--- src/ntt_ctrl_settings.svh ---
`ifndef NTT_CTRL_SETTINGS_SVH
`define NTT_CTRL_SETTINGS_SVH

//////////////////////////////
// Transform geometry
//////////////////////////////

// Base-2 log of the transform length and the top stage number
`define NTT_LOG_N 9

`define NTT_N 512

// Issue cycles in one stage and in the product sweep
`define NTT_ROWS 128

// Butterfly pipeline latency from read issue to bank write
`define NTT_PIPE_DEPTH 13

`endif

--- src/ntt_ctrl_pkg.sv ---
`include "ntt_ctrl_settings.svh"

package ntt_ctrl_pkg;

  //////////////////////////////
  // Schedule phases
  //////////////////////////////

  typedef enum logic [2:0] {
    idle,
    fwd_sweep,
    product_sweep,
    fwd_drain,
    inv_sweep,
    inv_drain,
    done
  } phase_t;

  //////////////////////////////
  // Index and span vectors
  //////////////////////////////

  // Stage number counts 0 up to NTT_LOG_N
  typedef logic [$clog2(`NTT_LOG_N + 1)-1:0] stage_t;

  // Butterfly span is a power of two up to NTT_N
  typedef logic [`NTT_LOG_N:0] span_t;

  // Shared by the row, group and single-step indices
  typedef logic [$clog2(`NTT_ROWS)-1:0] row_t;

endpackage

--- src/ntt_ctrl_top.sv ---
`timescale 1ns/10ps
`include "ntt_ctrl_settings.svh"

module ntt_ctrl_top (
  input  logic                 clk,
  input  logic                 rst,
  input  logic                 start,
  output ntt_ctrl_pkg::span_t  span,
  output ntt_ctrl_pkg::stage_t stage,
  output ntt_ctrl_pkg::row_t   s,
  output ntt_ctrl_pkg::row_t   k,
  output ntt_ctrl_pkg::row_t   i,
  output logic                 fwd,
  output logic                 xform,
  output logic                 ren,
  output logic                 en,
  output logic                 wen,
  output logic                 wen_b,
  output logic                 done
);

  ntt_ctrl_pkg::phase_t phase;
  logic                 sweep_last;
  logic                 wen_issue;
  logic                 wen_b_issue;

  //////////////////////////////
  // Schedule sequencing
  //////////////////////////////

  ntt_phase_fsm u_phase_fsm (
    .clk         (clk),
    .rst         (rst),
    .start       (start),
    .sweep_last  (sweep_last),
    .phase       (phase),
    .fwd         (fwd),
    .xform       (xform),
    .ren         (ren),
    .en          (en),
    .done        (done),
    .wen_issue   (wen_issue),
    .wen_b_issue (wen_b_issue)
  );

  // The index walk alone decides where each sweep ends
  ntt_index_gen u_index_gen (
    .clk        (clk),
    .rst        (rst),
    .phase      (phase),
    .stage      (stage),
    .span       (span),
    .s          (s),
    .k          (k),
    .i          (i),
    .sweep_last (sweep_last)
  );

  //////////////////////////////
  // Write enable alignment
  //////////////////////////////

  ntt_wen_delay #(
    .DEPTH (`NTT_PIPE_DEPTH)
  ) u_wen_delay (
    .clk         (clk),
    .rst         (rst),
    .wen_issue   (wen_issue),
    .wen_b_issue (wen_b_issue),
    .wen         (wen),
    .wen_b       (wen_b)
  );

endmodule

--- src/ntt_index_gen.sv ---
`timescale 1ns/10ps
`include "ntt_ctrl_settings.svh"

module ntt_index_gen (
  input  logic                 clk,
  input  logic                 rst,
  input  ntt_ctrl_pkg::phase_t phase,
  output ntt_ctrl_pkg::stage_t stage,
  output ntt_ctrl_pkg::span_t  span,
  output ntt_ctrl_pkg::row_t   s,
  output ntt_ctrl_pkg::row_t   k,
  output ntt_ctrl_pkg::row_t   i,
  output logic                 sweep_last
);

  localparam ntt_ctrl_pkg::stage_t STAGE_TOP = ntt_ctrl_pkg::stage_t'(`NTT_LOG_N);
  localparam ntt_ctrl_pkg::stage_t STAGE_ONE = ntt_ctrl_pkg::stage_t'(1);
  localparam ntt_ctrl_pkg::span_t  SPAN_TOP  = ntt_ctrl_pkg::span_t'(`NTT_N);
  localparam ntt_ctrl_pkg::span_t  SPAN_ONE  = ntt_ctrl_pkg::span_t'(1);
  localparam ntt_ctrl_pkg::span_t  SPAN_WIDE = ntt_ctrl_pkg::span_t'(4);
  localparam ntt_ctrl_pkg::row_t   ROW_LAST  = ntt_ctrl_pkg::row_t'(`NTT_ROWS - 1);
  localparam ntt_ctrl_pkg::row_t   ROW_ONE   = ntt_ctrl_pkg::row_t'(1);

  logic                 span_wide;
  ntt_ctrl_pkg::span_t  group_cnt;
  ntt_ctrl_pkg::row_t   i_last;
  ntt_ctrl_pkg::row_t   k_last;
  logic                 i_wrap;
  logic                 k_wrap;
  logic                 s_wrap;

  //////////////////////////////
  // Loop limits
  //////////////////////////////

  // Spans of 4 and up walk rows and groups, spans 1 and 2 use the step index
  assign span_wide = (span >= SPAN_WIDE);

  // Only meaningful while span_wide holds, where both limits fit a row index
  assign group_cnt = SPAN_TOP >> stage;
  assign k_last    = ntt_ctrl_pkg::row_t'(group_cnt - SPAN_ONE);
  assign i_last    = ntt_ctrl_pkg::row_t'((span >> 2) - SPAN_ONE);

  assign i_wrap = (i == i_last);
  assign k_wrap = (k == k_last);
  assign s_wrap = (s == ROW_LAST);

  always_comb begin
    case (phase)
      ntt_ctrl_pkg::fwd_sweep: begin
        sweep_last = (stage == '0) && (span == SPAN_ONE) && s_wrap;
      end
      ntt_ctrl_pkg::product_sweep: begin
        sweep_last = s_wrap;
      end
      ntt_ctrl_pkg::inv_sweep: begin
        sweep_last = (stage == STAGE_TOP) && (span == SPAN_TOP) && (k == '0) && i_wrap;
      end
      default: begin
        sweep_last = 1'b0;
      end
    endcase
  end

  //////////////////////////////
  // Index counters
  //////////////////////////////

  always_ff @(posedge clk or posedge rst) begin
    if (rst) begin
      stage <= STAGE_TOP;
      span  <= SPAN_TOP;
      s     <= '0;
      k     <= '0;
      i     <= '0;
    end else begin
      case (phase)
        ntt_ctrl_pkg::fwd_sweep: begin
          if (span_wide) begin
            if (i_wrap) begin
              i <= '0;
              if (k_wrap) begin
                k     <= '0;
                stage <= stage - STAGE_ONE;
                span  <= span >> 1;
              end else begin
                k <= k + ROW_ONE;
              end
            end else begin
              i <= i + ROW_ONE;
            end
          end else if (s_wrap) begin
            s <= '0;
            // The last stage holds at span 1 for the product sweep
            if (stage != '0) begin
              stage <= stage - STAGE_ONE;
              span  <= span >> 1;
            end
          end else begin
            s <= s + ROW_ONE;
          end
        end
        ntt_ctrl_pkg::product_sweep: begin
          stage <= '0;
          span  <= SPAN_ONE;
          if (s_wrap) begin
            s <= '0;
          end else begin
            s <= s + ROW_ONE;
          end
        end
        ntt_ctrl_pkg::inv_sweep: begin
          if (span_wide) begin
            if (i_wrap) begin
              i <= '0;
              if (k_wrap) begin
                k <= '0;
                if (stage == STAGE_TOP) begin
                  stage <= '0;
                  span  <= SPAN_ONE;
                end else begin
                  stage <= stage + STAGE_ONE;
                  span  <= span << 1;
                end
              end else begin
                k <= k + ROW_ONE;
              end
            end else begin
              i <= i + ROW_ONE;
            end
          end else if (s_wrap) begin
            s     <= '0;
            stage <= stage + STAGE_ONE;
            span  <= span << 1;
          end else begin
            s <= s + ROW_ONE;
          end
        end
        ntt_ctrl_pkg::fwd_drain, ntt_ctrl_pkg::inv_drain: begin
          // Drains park on the inverse entry point
          stage <= '0;
          span  <= SPAN_ONE;
          s     <= '0;
          k     <= '0;
          i     <= '0;
        end
        default: begin
          // Idle and done reload the forward entry point
          stage <= STAGE_TOP;
          span  <= SPAN_TOP;
          s     <= '0;
          k     <= '0;
          i     <= '0;
        end
      endcase
    end
  end

endmodule

--- src/ntt_phase_fsm.sv ---
`timescale 1ns/10ps
`include "ntt_ctrl_settings.svh"

module ntt_phase_fsm (
  input  logic                 clk,
  input  logic                 rst,
  input  logic                 start,
  input  logic                 sweep_last,
  output ntt_ctrl_pkg::phase_t phase,
  output logic                 fwd,
  output logic                 xform,
  output logic                 ren,
  output logic                 en,
  output logic                 done,
  output logic                 wen_issue,
  output logic                 wen_b_issue
);

  localparam int DRAIN_W = $clog2(`NTT_PIPE_DEPTH + 1);
  localparam logic [DRAIN_W-1:0] DRAIN_LAST = DRAIN_W'(`NTT_PIPE_DEPTH - 1);
  localparam logic [DRAIN_W-1:0] DRAIN_ONE = DRAIN_W'(1);

  ntt_ctrl_pkg::phase_t phase_next;
  logic [DRAIN_W-1:0]   drain_cnt;
  logic                 in_drain;
  logic                 drain_end;

  //////////////////////////////
  // Phase register
  //////////////////////////////

  assign in_drain  = (phase == ntt_ctrl_pkg::fwd_drain) || (phase == ntt_ctrl_pkg::inv_drain);
  assign drain_end = in_drain && (drain_cnt == DRAIN_LAST);

  always_comb begin
    phase_next = phase;
    case (phase)
      ntt_ctrl_pkg::idle: begin
        if (start) begin
          phase_next = ntt_ctrl_pkg::fwd_sweep;
        end
      end
      ntt_ctrl_pkg::fwd_sweep: begin
        if (sweep_last) begin
          phase_next = ntt_ctrl_pkg::product_sweep;
        end
      end
      ntt_ctrl_pkg::product_sweep: begin
        if (sweep_last) begin
          phase_next = ntt_ctrl_pkg::fwd_drain;
        end
      end
      ntt_ctrl_pkg::fwd_drain: begin
        if (drain_end) begin
          phase_next = ntt_ctrl_pkg::inv_sweep;
        end
      end
      ntt_ctrl_pkg::inv_sweep: begin
        if (sweep_last) begin
          phase_next = ntt_ctrl_pkg::inv_drain;
        end
      end
      ntt_ctrl_pkg::inv_drain: begin
        if (drain_end) begin
          phase_next = ntt_ctrl_pkg::done;
        end
      end
      ntt_ctrl_pkg::done: begin
        phase_next = ntt_ctrl_pkg::idle;
      end
      default: begin
        phase_next = ntt_ctrl_pkg::idle;
      end
    endcase
  end

  always_ff @(posedge clk or posedge rst) begin
    if (rst) begin
      phase <= ntt_ctrl_pkg::idle;
    end else begin
      phase <= phase_next;
    end
  end

  // Counts the cycles of either drain so the last write leaves the pipeline
  always_ff @(posedge clk or posedge rst) begin
    if (rst) begin
      drain_cnt <= '0;
    end else if (in_drain && !drain_end) begin
      drain_cnt <= drain_cnt + DRAIN_ONE;
    end else begin
      drain_cnt <= '0;
    end
  end

  //////////////////////////////
  // Output decode
  //////////////////////////////

  assign ren = (phase == ntt_ctrl_pkg::fwd_sweep) ||
               (phase == ntt_ctrl_pkg::product_sweep) ||
               (phase == ntt_ctrl_pkg::inv_sweep);

  assign en    = (phase != ntt_ctrl_pkg::idle) && (phase != ntt_ctrl_pkg::done);
  assign fwd   = (phase != ntt_ctrl_pkg::inv_sweep) && (phase != ntt_ctrl_pkg::inv_drain);
  assign xform = (phase != ntt_ctrl_pkg::product_sweep);
  assign done  = (phase == ntt_ctrl_pkg::done);

  // Bank B is only read during the inverse sweep, never written
  assign wen_issue   = ren;
  assign wen_b_issue = ren && (phase != ntt_ctrl_pkg::inv_sweep);

endmodule

--- src/ntt_wen_delay.sv ---
`timescale 1ns/10ps
`include "ntt_ctrl_settings.svh"

module ntt_wen_delay #(
  parameter int DEPTH = `NTT_PIPE_DEPTH
) (
  input  logic clk,
  input  logic rst,
  input  logic wen_issue,
  input  logic wen_b_issue,
  output logic wen,
  output logic wen_b
);

  // Bit 0 carries the bank A enable, bit 1 the bank B enable
  logic [DEPTH-1:0][1:0] pipe;

  always_ff @(posedge clk or posedge rst) begin
    if (rst) begin
      pipe <= '0;
    end else begin
      pipe[0] <= {wen_b_issue, wen_issue};
      for (int n = 1; n < DEPTH; n++) begin
        pipe[n] <= pipe[n-1];
      end
    end
  end

  assign wen   = pipe[DEPTH-1][0];
  assign wen_b = pipe[DEPTH-1][1];

endmodule

--- config.mk ---
export PLATFORM = sky130hd
export DESIGN_NAME = ntt_ctrl_top
export DESIGN_NICKNAME = d
export VERILOG_FILES = /design/src/ntt_ctrl_pkg.sv /design/src/ntt_ctrl_top.sv /design/src/ntt_index_gen.sv /design/src/ntt_phase_fsm.sv /design/src/ntt_wen_delay.sv
export VERILOG_INCLUDE_DIRS = /design/src /design/src/src
export SDC_FILE = /design/constraint.sdc
export NUM_CORES = 1
export LEC_CHECK = 0
export BUFFER_PORTS_ARGS = -buffer_cell sky130_fd_sc_hd__buf_2
export CAP_MARGIN = 0
export CORE_MARGIN = 1
export CORE_UTILIZATION = 55
export DETAILED_ROUTE_END_ITERATION = 16
export GPL_TIMING_DRIVEN = 0
export PLACE_DENSITY = 0.81
export SLEW_MARGIN = 10
export SYNTH_ARGS = -nofsm -noshare
export SYNTH_HDL_FRONTEND = slang
export SYNTH_SLANG_ARGS = --single-unit
--- constraint.sdc ---
create_clock -name clk -period 7 [get_ports clk]
set_input_delay 0.35 -clock clk [delete_from_list [all_inputs] [get_ports clk]]
set_output_delay 0.35 -clock clk [all_outputs]
set_load 0.01 [all_outputs]
==> flow_summary.toml, run 1 <==
[outcome]
status = "complete, no violations"

[cells_and_area]
final_nets = 425
area_growth_pct = 15.4
diodes = 0
finalInstanceArea_um2 = 4220
drive_gt1_share_pct = 21.7
final_core_util_pct = 66.0
layoutNonFillerInstCount = 487

[run]
cap_violations = 0

[power]
power_mw = 1.70
sw_frac_of_total_pct = 41.1
internal-power_mw = 1.00
pwr-share-seq_pct = 35.8
combPwrFrac_pct = 44.4
cellLeakagePower_nw = 2.01
p_per_area_nw_per_um2 = 403
p_switching_uw = 699
irDropWorstVdd_mv = 0.210
pwr-share-clk_pct = 19.8

[floorplanning]
die_y_um = 83.5
rows = 29
io_pins = 45
fp.dieArea_um2 = 6970
fp.dieW_um = 83.5
start_util_pct = 57.2
core_area_um2 = 6390

[synth]
synthTopCellsByArea = "dfrtp_1 45%, ha_1 5.8%, xnor2_1 4.1%, xor2_1 3.8%, o21ai_0 2.9%"
seq_area_frac_synth_pct = 46.7
syn_nets = 368
synth.distinct_cells = 55
yosys.area.top_type_share_pct = 44.5
ys_async_sr_fraction_pct = 100
netlist_area_um2 = 3650
ys.flop_type = "dfrtp_1"
yosysTopAreaCell = "dfrtp_1"
synth-seq-cells = 68
syn_avg_cell_area_um2 = 10.5
yosysWarnings = 0
synth_edf_count = 0
syn_inst = 348

[critical_path]
path_max_fanout = 10
endpoint_kind = "flop"
r2r-start = "u_index_gen.stage[1]"
cpPeakStageDelay_ns = 0.45
rr_worst_depth = 13
cp-startpoint = "u_index_gen.stage[1]"
critical_path_class = "reg2reg"
cp.arrival_ns = 3.59
critical_path_required_ns = 7.23
crit_chain = "inv_1 -> ha_1 -> and3_1 -> clkbuf_1 -> inv_1 -> ha_1 -> xor2_1 -> xnor2_1 -> nor4_1 -> nand4_2 -> o31a_4 -> buf_8 -> mux2_4"
reg2reg_slack_ns = 3.64
cp-start-kind = "flop"
crit_slowest_cell = "dfrtp_1"

[clock_tree]
clockBufferDepth = 2
cts_tree = "yes"
cts_setup_buffers = 0
cts_inserted_buffers = 9
clock-sinks = 68
h-tree-depth = 3
path_clk_slew_ns = 0.08
cts_root_buffer = "clkbuf_8"
clk_latency_ns = 0.35

[route]
drc = 0
firstDrtPassIters = 4
postRouteAntennaNets = 0
drt-total-wl_um = 7870
via_per_inst = 5.85
wl_per_cell_um = 16.2
route.vias.total = 2849
drt_first_iter_violations = 140

[timing]
grt_setup_unrepaired = "no"
setup_tns_ns = 0
finalMaxSlewViolations = 0
holdWs_ns = 0.345
setup_viol_count_final = 0
fin_crit_ns = 3.36
worst_pin_slew_ns = 0.705
relSlewSlack_pct = 52.8
hold_viol = 0
clock_skew_ns = 0.0101
fmax_mhz = 298
min_period_over_period_pct = 48.0
layout_setup_ws_ns = 3.64

[place]
place_ws_ns = 3.67
numPortBuffers = 44
placed_area_um2 = 4000
routabilityCongestion = 0.864
placedCellCount = 470
dp_hpwl_um = 5520

[global_route]
antenna_found_initial = 0
grt_max_degree = 55
grt_pass1_vias = 2694
track_usage_pct = 23.9
grt_use_met3_pct = 5.93
grt_pass1_wl_um = 13300
use_met2_pct = 37.4
top_usage_layer = "met2"
met1_usage_pct = 32.9
grt.overflow.total = 0

[worst_hold_path]
min_path_type = "reg2reg"
holdPathStages = 0
worstHoldStart = "u_wen_delay.pipe[5]"
## layout by cell type (no fill, tap or decap), types with 3 or more instances in the layout
cell type,synthesis,layout
a21oi_1,6,6
a22o_1,5,5
a22oi_1,6,6
a31oi_1,3,3
and3_1,10,10
buf_2,1,45
buf_6,3,3
clkbuf_1,9,9
clkbuf_8,0,9
dfrtp_1,65,65
dfstp_2,3,3
ha_1,17,17
inv_1,18,17
inv_6,0,3
mux2_2,5,5
mux2_4,4,4
mux2i_1,6,6
nand2_1,22,22
nand2b_1,8,8
nand3_1,12,12
nand3b_1,4,4
nand4_1,6,6
nor2_1,26,26
nor2b_1,3,3
nor3_1,4,4
nor4_1,3,3
o21ai_0,21,21
o31ai_1,9,9
or3_1,4,4
xnor2_1,17,17
xor2_1,16,16
## layer usage
layer | share of wire, % | wire length, µm
met5 | 0 | 0
met4 | 1.7 | 136
met3 | 4.6 | 358
met2 | 48 | 3770
met1 | 46 | 3600
## power by group through the flow
stage               logic, mW  registers [mW]  clock network, mW
floorplan               0.539           0.617                  0
global placement        0.720           0.610                  0
detailed placement      0.745           0.616                  0
CTS                     0.753           0.609              0.341
global route            0.832           0.625              0.359
finish                  0.755           0.609              0.337
## worst paths after layout
| kind | end |
|---|---|
| max | u_index_gen.span[4] |
| min | u_wen_delay.pipe[7] |
| max reg2reg | u_index_gen.span[4] |
| min reg2reg | u_wen_delay.pipe[7] |
| max in group asynchronous | u_index_gen.span[9] |
| min in group asynchronous | u_wen_delay.wen_b |
## timing repair
item,in CTS,in global routing
endpoints found under the hold margin,14,0
resized for setup,0,0
hold buffers,1,0
endpoints found under the setup margin,0,0
## area by class of cell
class	count	area, µm²
repair buffers	46	258
well taps	77	96.3
clock inverters	7	81.3
inverters	18	70.1
plain buffers	14	87.6
multi-input cells	248	1790
clock buffers	9	124
fillers	494	2170
flip-flops and latches	68	1710
## flip-flops by register name (all words and copies together) (netlist names)
| register | flops |
|---|---|
| u_wen_delay.wen_b | 1 |
| u_phase_fsm.drain_cnt | 4 |
| u_phase_fsm.phase | 3 |
| u_index_gen.s | 7 |
| u_index_gen.k | 7 |
| u_index_gen.stage | 4 |
| u_wen_delay.pipe | 24 |
| u_index_gen.span | 10 |
| u_wen_delay.wen | 1 |
| u_index_gen.i | 7 |
## cell families (layout without fill, tap and decap cells)
family | Yosys count | in the layout | synth area share (%)
multiplexers | 15 | 15 | 4.83
AO/OA/AOI/OAI | 69 | 69 | 13.6
buffers and inverters | 32 | 94 | 4.25
flip-flops | 68 | 68 | 46.7
adder cells (fa/ha/maj) | 17 | 17 | 5.82
XOR/XNOR | 33 | 33 | 7.91
AND/OR/NAND/NOR | 114 | 114 | 16.9
## worst max-delay path, delay by kind of cell, from the launching register on
| family | cells | cell delay (ns) |
|---|---|---|
| and+or+nand+nor | 3 | 0.71 |
| buffers and inverters | 4 | 0.63 |
| DFF | 1 | 0.45 |
| adders and majority gates | 2 | 0.46 |
| muxes | 1 | 0.30 |
| xor gates and xnor gates | 2 | 0.29 |
| AOI/OAI and AO/OA | 1 | 0.41 |
## Yosys cell counts, types with 3 or more instances
cell	n
or3_1	4
a22o_1	5
nor2_1	26
nand2b_1	8
dfstp_2	3
nand3b_1	4
nand4_1	6
xnor2_1	17
and3_1	10
nor4_1	3
ha_1	17
mux2_2	5
xor2_1	16
buf_6	3
mux2i_1	6
dfrtp_1	65
nand3_1	12
o21ai_0	21
mux2_4	4
nor3_1	4
clkbuf_1	9
o31ai_1	9
nand2_1	22
a22oi_1	6
a21oi_1	6
a31oi_1	3
inv_1	18
nor2b_1	3
No activity file was read; power rests on OpenSTA's default activity.
==> inputs of run 2 (changes only) <==
clock period = 3.2 ns   (was 7 ns; I/O delays follow)
==> flow_summary.toml, run 2 (synthesis gave the netlist of run 1 again) <==
[outcome]
status = "complete, no violations"

[cells_and_area]
finalInstanceArea_um2 = 4240
largest_reg_flops = 24
diodes = 0
final_nets = 425
area_growth_pct = 15.9
layoutNonFillerInstCount = 487
final_core_util_pct = 66.3
top_register = "u_wen_delay.pipe"
final_common_cell = "dfrtp_1"
drive_gt1_share_pct = 22.7
final_cell_mix = "65 x dfrtp_1, 45 x buf_2, 26 x nor2_1"
reg_top3 = "u_wen_delay.pipe: 24 flops, u_index_gen.span: 10 flops"

[place]
routabilityCongestion = 0.864
placedCellCount = 470
dp_hpwl_um = 5520
place_ws_ns = -0.133
placed_area_um2 = 4000
numPortBuffers = 44

[timing]
min_period_over_period_pct = 95.0
setup_viol_count_final = 0
hold_viol = 0
worst_pin_slew_ns = 0.699
clock_skew_ns = 0.0106
grt_setup_unrepaired = "no"
relSlewSlack_pct = 53.2
fin_crit_ns = 3.04
fmax_mhz = 329
layout_setup_ws_ns = 0.160
finalMaxSlewViolations = 0

[global_route]
track_usage_pct = 24.0
grt_pass1_vias = 2704
antenna_found_initial = 0
grt_pass1_wl_um = 13400
grt_max_degree = 55
grt.overflow.total = 0

[critical_path]
critical_path_class = "reg2reg"
critical_path_required_ns = 3.43
crit_chain = "inv_1 -> ha_1 -> nor3b_4 -> xor2_1 -> or3_1 -> a311o_4 -> o31a_4 -> buf_8 -> mux2_4"
cp.arrival_ns = 3.27
path_max_fanout = 10
cp-start-kind = "flop"
cp-startpoint = "u_index_gen.span[2]"
endpoint_kind = "flop"
crit_slowest_cell = "dfrtp_1"
cpPeakStageDelay_ns = 0.50
r2r-start = "u_index_gen.span[2]"

[clock_tree]
h-tree-depth = 3
cts_tree = "yes"
clock-sinks = 68
clockBufferDepth = 2
path_clk_slew_ns = 0.08
cts_root_buffer = "clkbuf_8"
cts_inserted_buffers = 9
clk_latency_ns = 0.35

[route]
wl_met3_um = 341
wl_per_cell_um = 16.3
wl_met1_um = 3640
drc = 0
postRouteAntennaNets = 0
drt_first_iter_violations = 134
drt-total-wl_um = 7940
firstDrtPassIters = 4
routed.top_layer = "met4"
route.vias.total = 2856
via_per_inst = 5.86
dr_wl_met2_um = 3800

[power]
pwr-share-clk_pct = 19.8
power_mw = 3.74
combPwrFrac_pct = 44.7
irDropWorstVdd_mv = 0.460
p_per_area_nw_per_um2 = 884
cellLeakagePower_nw = 2.01
sw_frac_of_total_pct = 41.4
internal-power_mw = 2.19
pwr-share-seq_pct = 35.5
p_switching_mw = 1.55

[floorplanning]
rows = 29
start_util_pct = 57.2
fp.dieW_um = 83.5
die_y_um = 83.5
io_pins = 45
fp.dieArea_um2 = 6970
core_area_um2 = 6390

[run]
cap_violations = 0

[worst_hold_path]
min_path_type = "in2async"
-- run 2: cell count changes in the layout (fill, tap and decap cells not counted), sizes merged --
cell    before  now
buf         50   51
clkbuf      18   17
-- run 2: final cells by class --
type / instances / area, µm²
clock buffer: 9 / 124
buffer: 13 / 83.8
timing repair buffer: 47 / 265
sequential: 68 / 1710
inverter: 18 / 70.1
clock inverter: 7 / 81.3
tap: 77 / 96.3
multi-input combinational: 248 / 1810
fill: 490 / 2150
-- run 2: critical path: cells and delay by family (launching register included) --
kind	cells	cell delay, ns
compound gates	2	0.87
xor+xnor	1	0.16
fa+ha+maj	1	0.26
buf+inv	2	0.33
flops	1	0.50
mux	1	0.30
simple gates	2	0.51
-- run 2: repair_timing --
item | 4_1_cts | 5_1_grt
endpoints found under the setup margin | 5 | 20
hold buffers | 1 | 0
endpoints found under the hold margin | 14 | 0
gates resized for setup | 0 | 4
buffers inserted | 1 | 0
pin swaps | 1 | 0
-- run 2: worst paths after layout --
kind / endpoint / slack (ns) / depth (start not counted)
hold / removal: u_wen_delay.wen_b / 0.27 / 3
setup / recovery: u_index_gen.span[4] / 0.16 / 9
setup reg to reg: u_index_gen.span[4] / 0.16 / 9
max in group asynchronous: u_index_gen.span[9] / 2.36 / 4
min in group clk: u_phase_fsm.phase[0] / 0.28 / 4
hold reg to reg: u_wen_delay.pipe[7] / 0.35 / 0
-- run 2: per-stage QoR --
step / setup TNS, ns / hold slack (ns)
floorplan: 0 / 0.331
global placement: -0.428 / 0.333
detailed placement: -0.483 / 0.107
CTS: 0 / 0.267
global route: 0 / 0.283
finish: 0 / 0.272
-- run 2: power by group through the flow --
stage / Clock, mW / Combinational, mW / Sequential, mW
floorplan: 0 / 1.18 / 1.35
global placement: 0 / 1.58 / 1.33
detailed placement: 0 / 1.63 / 1.35
CTS: 0.746 / 1.65 / 1.33
global route: 0.784 / 1.84 / 1.37
finish: 0.741 / 1.67 / 1.33
-- run 2: layer usage --
layer | global-route usage [%] | vias to the layer above
met5 | 0 | -
met4 | 7.70 | 0
met3 | 5.93 | 14
met2 | 37.6 | 93
met1 | 33.2 | 1403
li1 | - | 1346
==> inputs of run 3 (changes only) <==
CORE_UTILIZATION = 45   (was 55)
PLACE_DENSITY = 0.69   (was 0.81)
==> flow_summary.toml, run 3 (synthesis gave the netlist of run 1 again) <==
[timing]
fin_crit_ns = 3.00
worst_pin_slew_ns = 0.733
clock_skew_ns = 0.00973
hold_viol = 0
grt_setup_unrepaired = "no"
relSlewSlack_pct = 50.9
setup_viol_count_final = 0
setup_tns_ns = 0
fmax_mhz = 333
finalMaxSlewViolations = 0
min_period_over_period_pct = 93.8

[route]
wl_per_cell_um = 15.5
drc = 0
route.vias.total = 2813
postRouteAntennaNets = 0
drt-total-wl_um = 7910
via_per_inst = 5.49
drt_first_iter_violations = 159
firstDrtPassIters = 4

[place]
dp_hpwl_um = 5640
placedCellCount = 495
placed_area_um2 = 4020
numPortBuffers = 44
routabilityCongestion = 0.820

[global_route]
grt.overflow.total = 0
grt_max_degree = 42
antenna_found_initial = 0
grt_pass1_vias = 2829
track_usage_pct = 20.5
grt_pass1_wl_um = 13700

[worst_hold_path]
min_path_type = "in2reg"

[power]
internal-power_mw = 2.20
pwr-share-clk_pct = 19.8
combPwrFrac_pct = 44.4
sw_frac_of_total_pct = 41.2
cellLeakagePower_nw = 2.01
p_switching_mw = 1.54
irDropWorstVdd_mv = 0.420
p_per_area_nw_per_um2 = 877
pwr-share-seq_pct = 35.8

[cells_and_area]
fillers = 715
reg_top3 = "u_wen_delay.pipe: 24 flops, u_index_gen.span: 10 flops"
final_cell_mix = "65 x dfrtp_1, 45 x buf_2, 26 x nor2_1"
largest_reg_flops = 24
final_nets = 425
area_growth_pct = 16.5
finalInstanceArea_um2 = 4260
diodes = 0
top_register = "u_wen_delay.pipe"
final_common_cell = "dfrtp_1"
drive_gt1_share_pct = 22.7
layoutNonFillerInstCount = 512

[clock_tree]
path_clk_slew_ns = 0.08
clockBufferDepth = 2
h-tree-depth = 3
clock-sinks = 68
cts_inserted_buffers = 9
cts_root_buffer = "clkbuf_8"
cts_tree = "yes"
clk_latency_ns = 0.35

[floorplanning]
core_area_um2 = 7810
start_util_pct = 46.8
fp.dieW_um = 92.1
rows = 32
io_pins = 45
die_y_um = 92.1
fp.dieArea_um2 = 8480

[critical_path]
cpPeakStageDelay_ns = 0.49
cp-start-kind = "flop"
critical_path_required_ns = 3.45
crit_slowest_cell = "a311o_4"
crit_buf_inv = 1
reg2reg_slack_ns = 0.20
critical_path_class = "reg2reg"
crit_chain = "inv_1 -> ha_1 -> nor3b_4 -> xor2_1 -> or3_1 -> a311o_4 -> a21oi_4 -> nand3_1 -> o31ai_1"
cp.arrival_ns = 3.25
critical_path.top_delay_family = "compound AO/OA/AOI/OAI gates"
path_max_fanout = 10
endpoint_kind = "flop"

[run]
cap_violations = 0

[outcome]
status = "complete, no violations"
run 3: changes by cell type in the layout (fill, tap and decap cells not counted):
cell        delta
clkinv_4       -2
and3_1         -1
and3_2         +1
buf_12         +1
buf_16         -1
clkinvlp_4     +1
inv_8          +1
nand3_1        +1
nand3_2        -1
o311ai_0       +1
o311ai_1       -1
run 3: repair_timing:
| item | 4_1_cts | 5_1_grt |
|---|---|---|
| setup endpoints to repair | 13 | 11 |
| pin swaps | 1 | 0 |
| gates resized for setup | 0 | 3 |
| setup buffers | 1 | 0 |
| hold buffers | 1 | 0 |
| hold endpoints to repair | 26 | 0 |
run 3: routing by layer:
metal	share of wire, %	global-route usage (%)	vias up
met5	0	0	-
met4	1.6	7.55	0
met3	4.4	4.06	13
met2	48	32.6	65
met1	46	27.5	1385
li1	-	-	1350
run 3: layout make-up:
type                    instances  area (µm²)  area share, %
repair buffers                 47         258           6.06
clock buffers                   9         124           2.91
well taps                     102         128           3.00
inverters                      18        70.1           1.65
clock inverters                 7        82.6           1.94
flip-flops and latches         68        1710           40.1
plain buffers                  13        83.8           1.97
multi-input cells             248        1810           42.4
run 3: worst reg2reg max path, stage by stage, from the launching register on:
cell and delay (ns):
dfrtp_1 0.48, inv_1 0.15, ha_1 0.25, nor3b_4 0.17, xor2_1 0.15, or3_1 0.34, a311o_4 0.49, a21oi_4 0.30
nand3_1 0.26, o31ai_1 0.33
run 3: power by group through the flow:
stage / logic (mW) / registers (mW) / clock network (mW)
after floorplan: 1.18 / 1.35 / 0
after global placement: 1.60 / 1.34 / 0
after global routing: 1.84 / 1.37 / 0.806
after detailed placement: 1.64 / 1.36 / 0
after CTS: 1.65 / 1.34 / 0.771
final: 1.66 / 1.34 / 0.741
run 3: through the flow:
step	utilization (%)	worst slack, ns	hold WS, ns	power [mW]
after global routing	54.5	0.0121	0.343	4.02
after global placement	51.2	-0.165	0.333	2.93
final	54.5	0.198	0.289	3.73
after floorplan	-	0.184	0.331	2.53
after CTS	54.4	0.0710	0.265	3.76
after detailed placement	51.5	-0.202	0.166	3.00
run 3: path summary, 6_finish.rpt:
| path | startpoint | end | cells after the start |
|---|---|---|---|
| worst max register to register | u_index_gen.span[2] | u_index_gen.k[3] | 9 |
| min in group asynchronous | rst | u_wen_delay.pipe[18] | 3 |
| max in group asynchronous | rst | u_index_gen.span[9] | 4 |
| worst min register to register | u_wen_delay.pipe[16] | u_wen_delay.pipe[18] | 0 |
| worst max-delay path | u_index_gen.span[2] | u_index_gen.k[3] | 9 |
| worst min-delay path | start | u_phase_fsm.phase[0] | 4 |
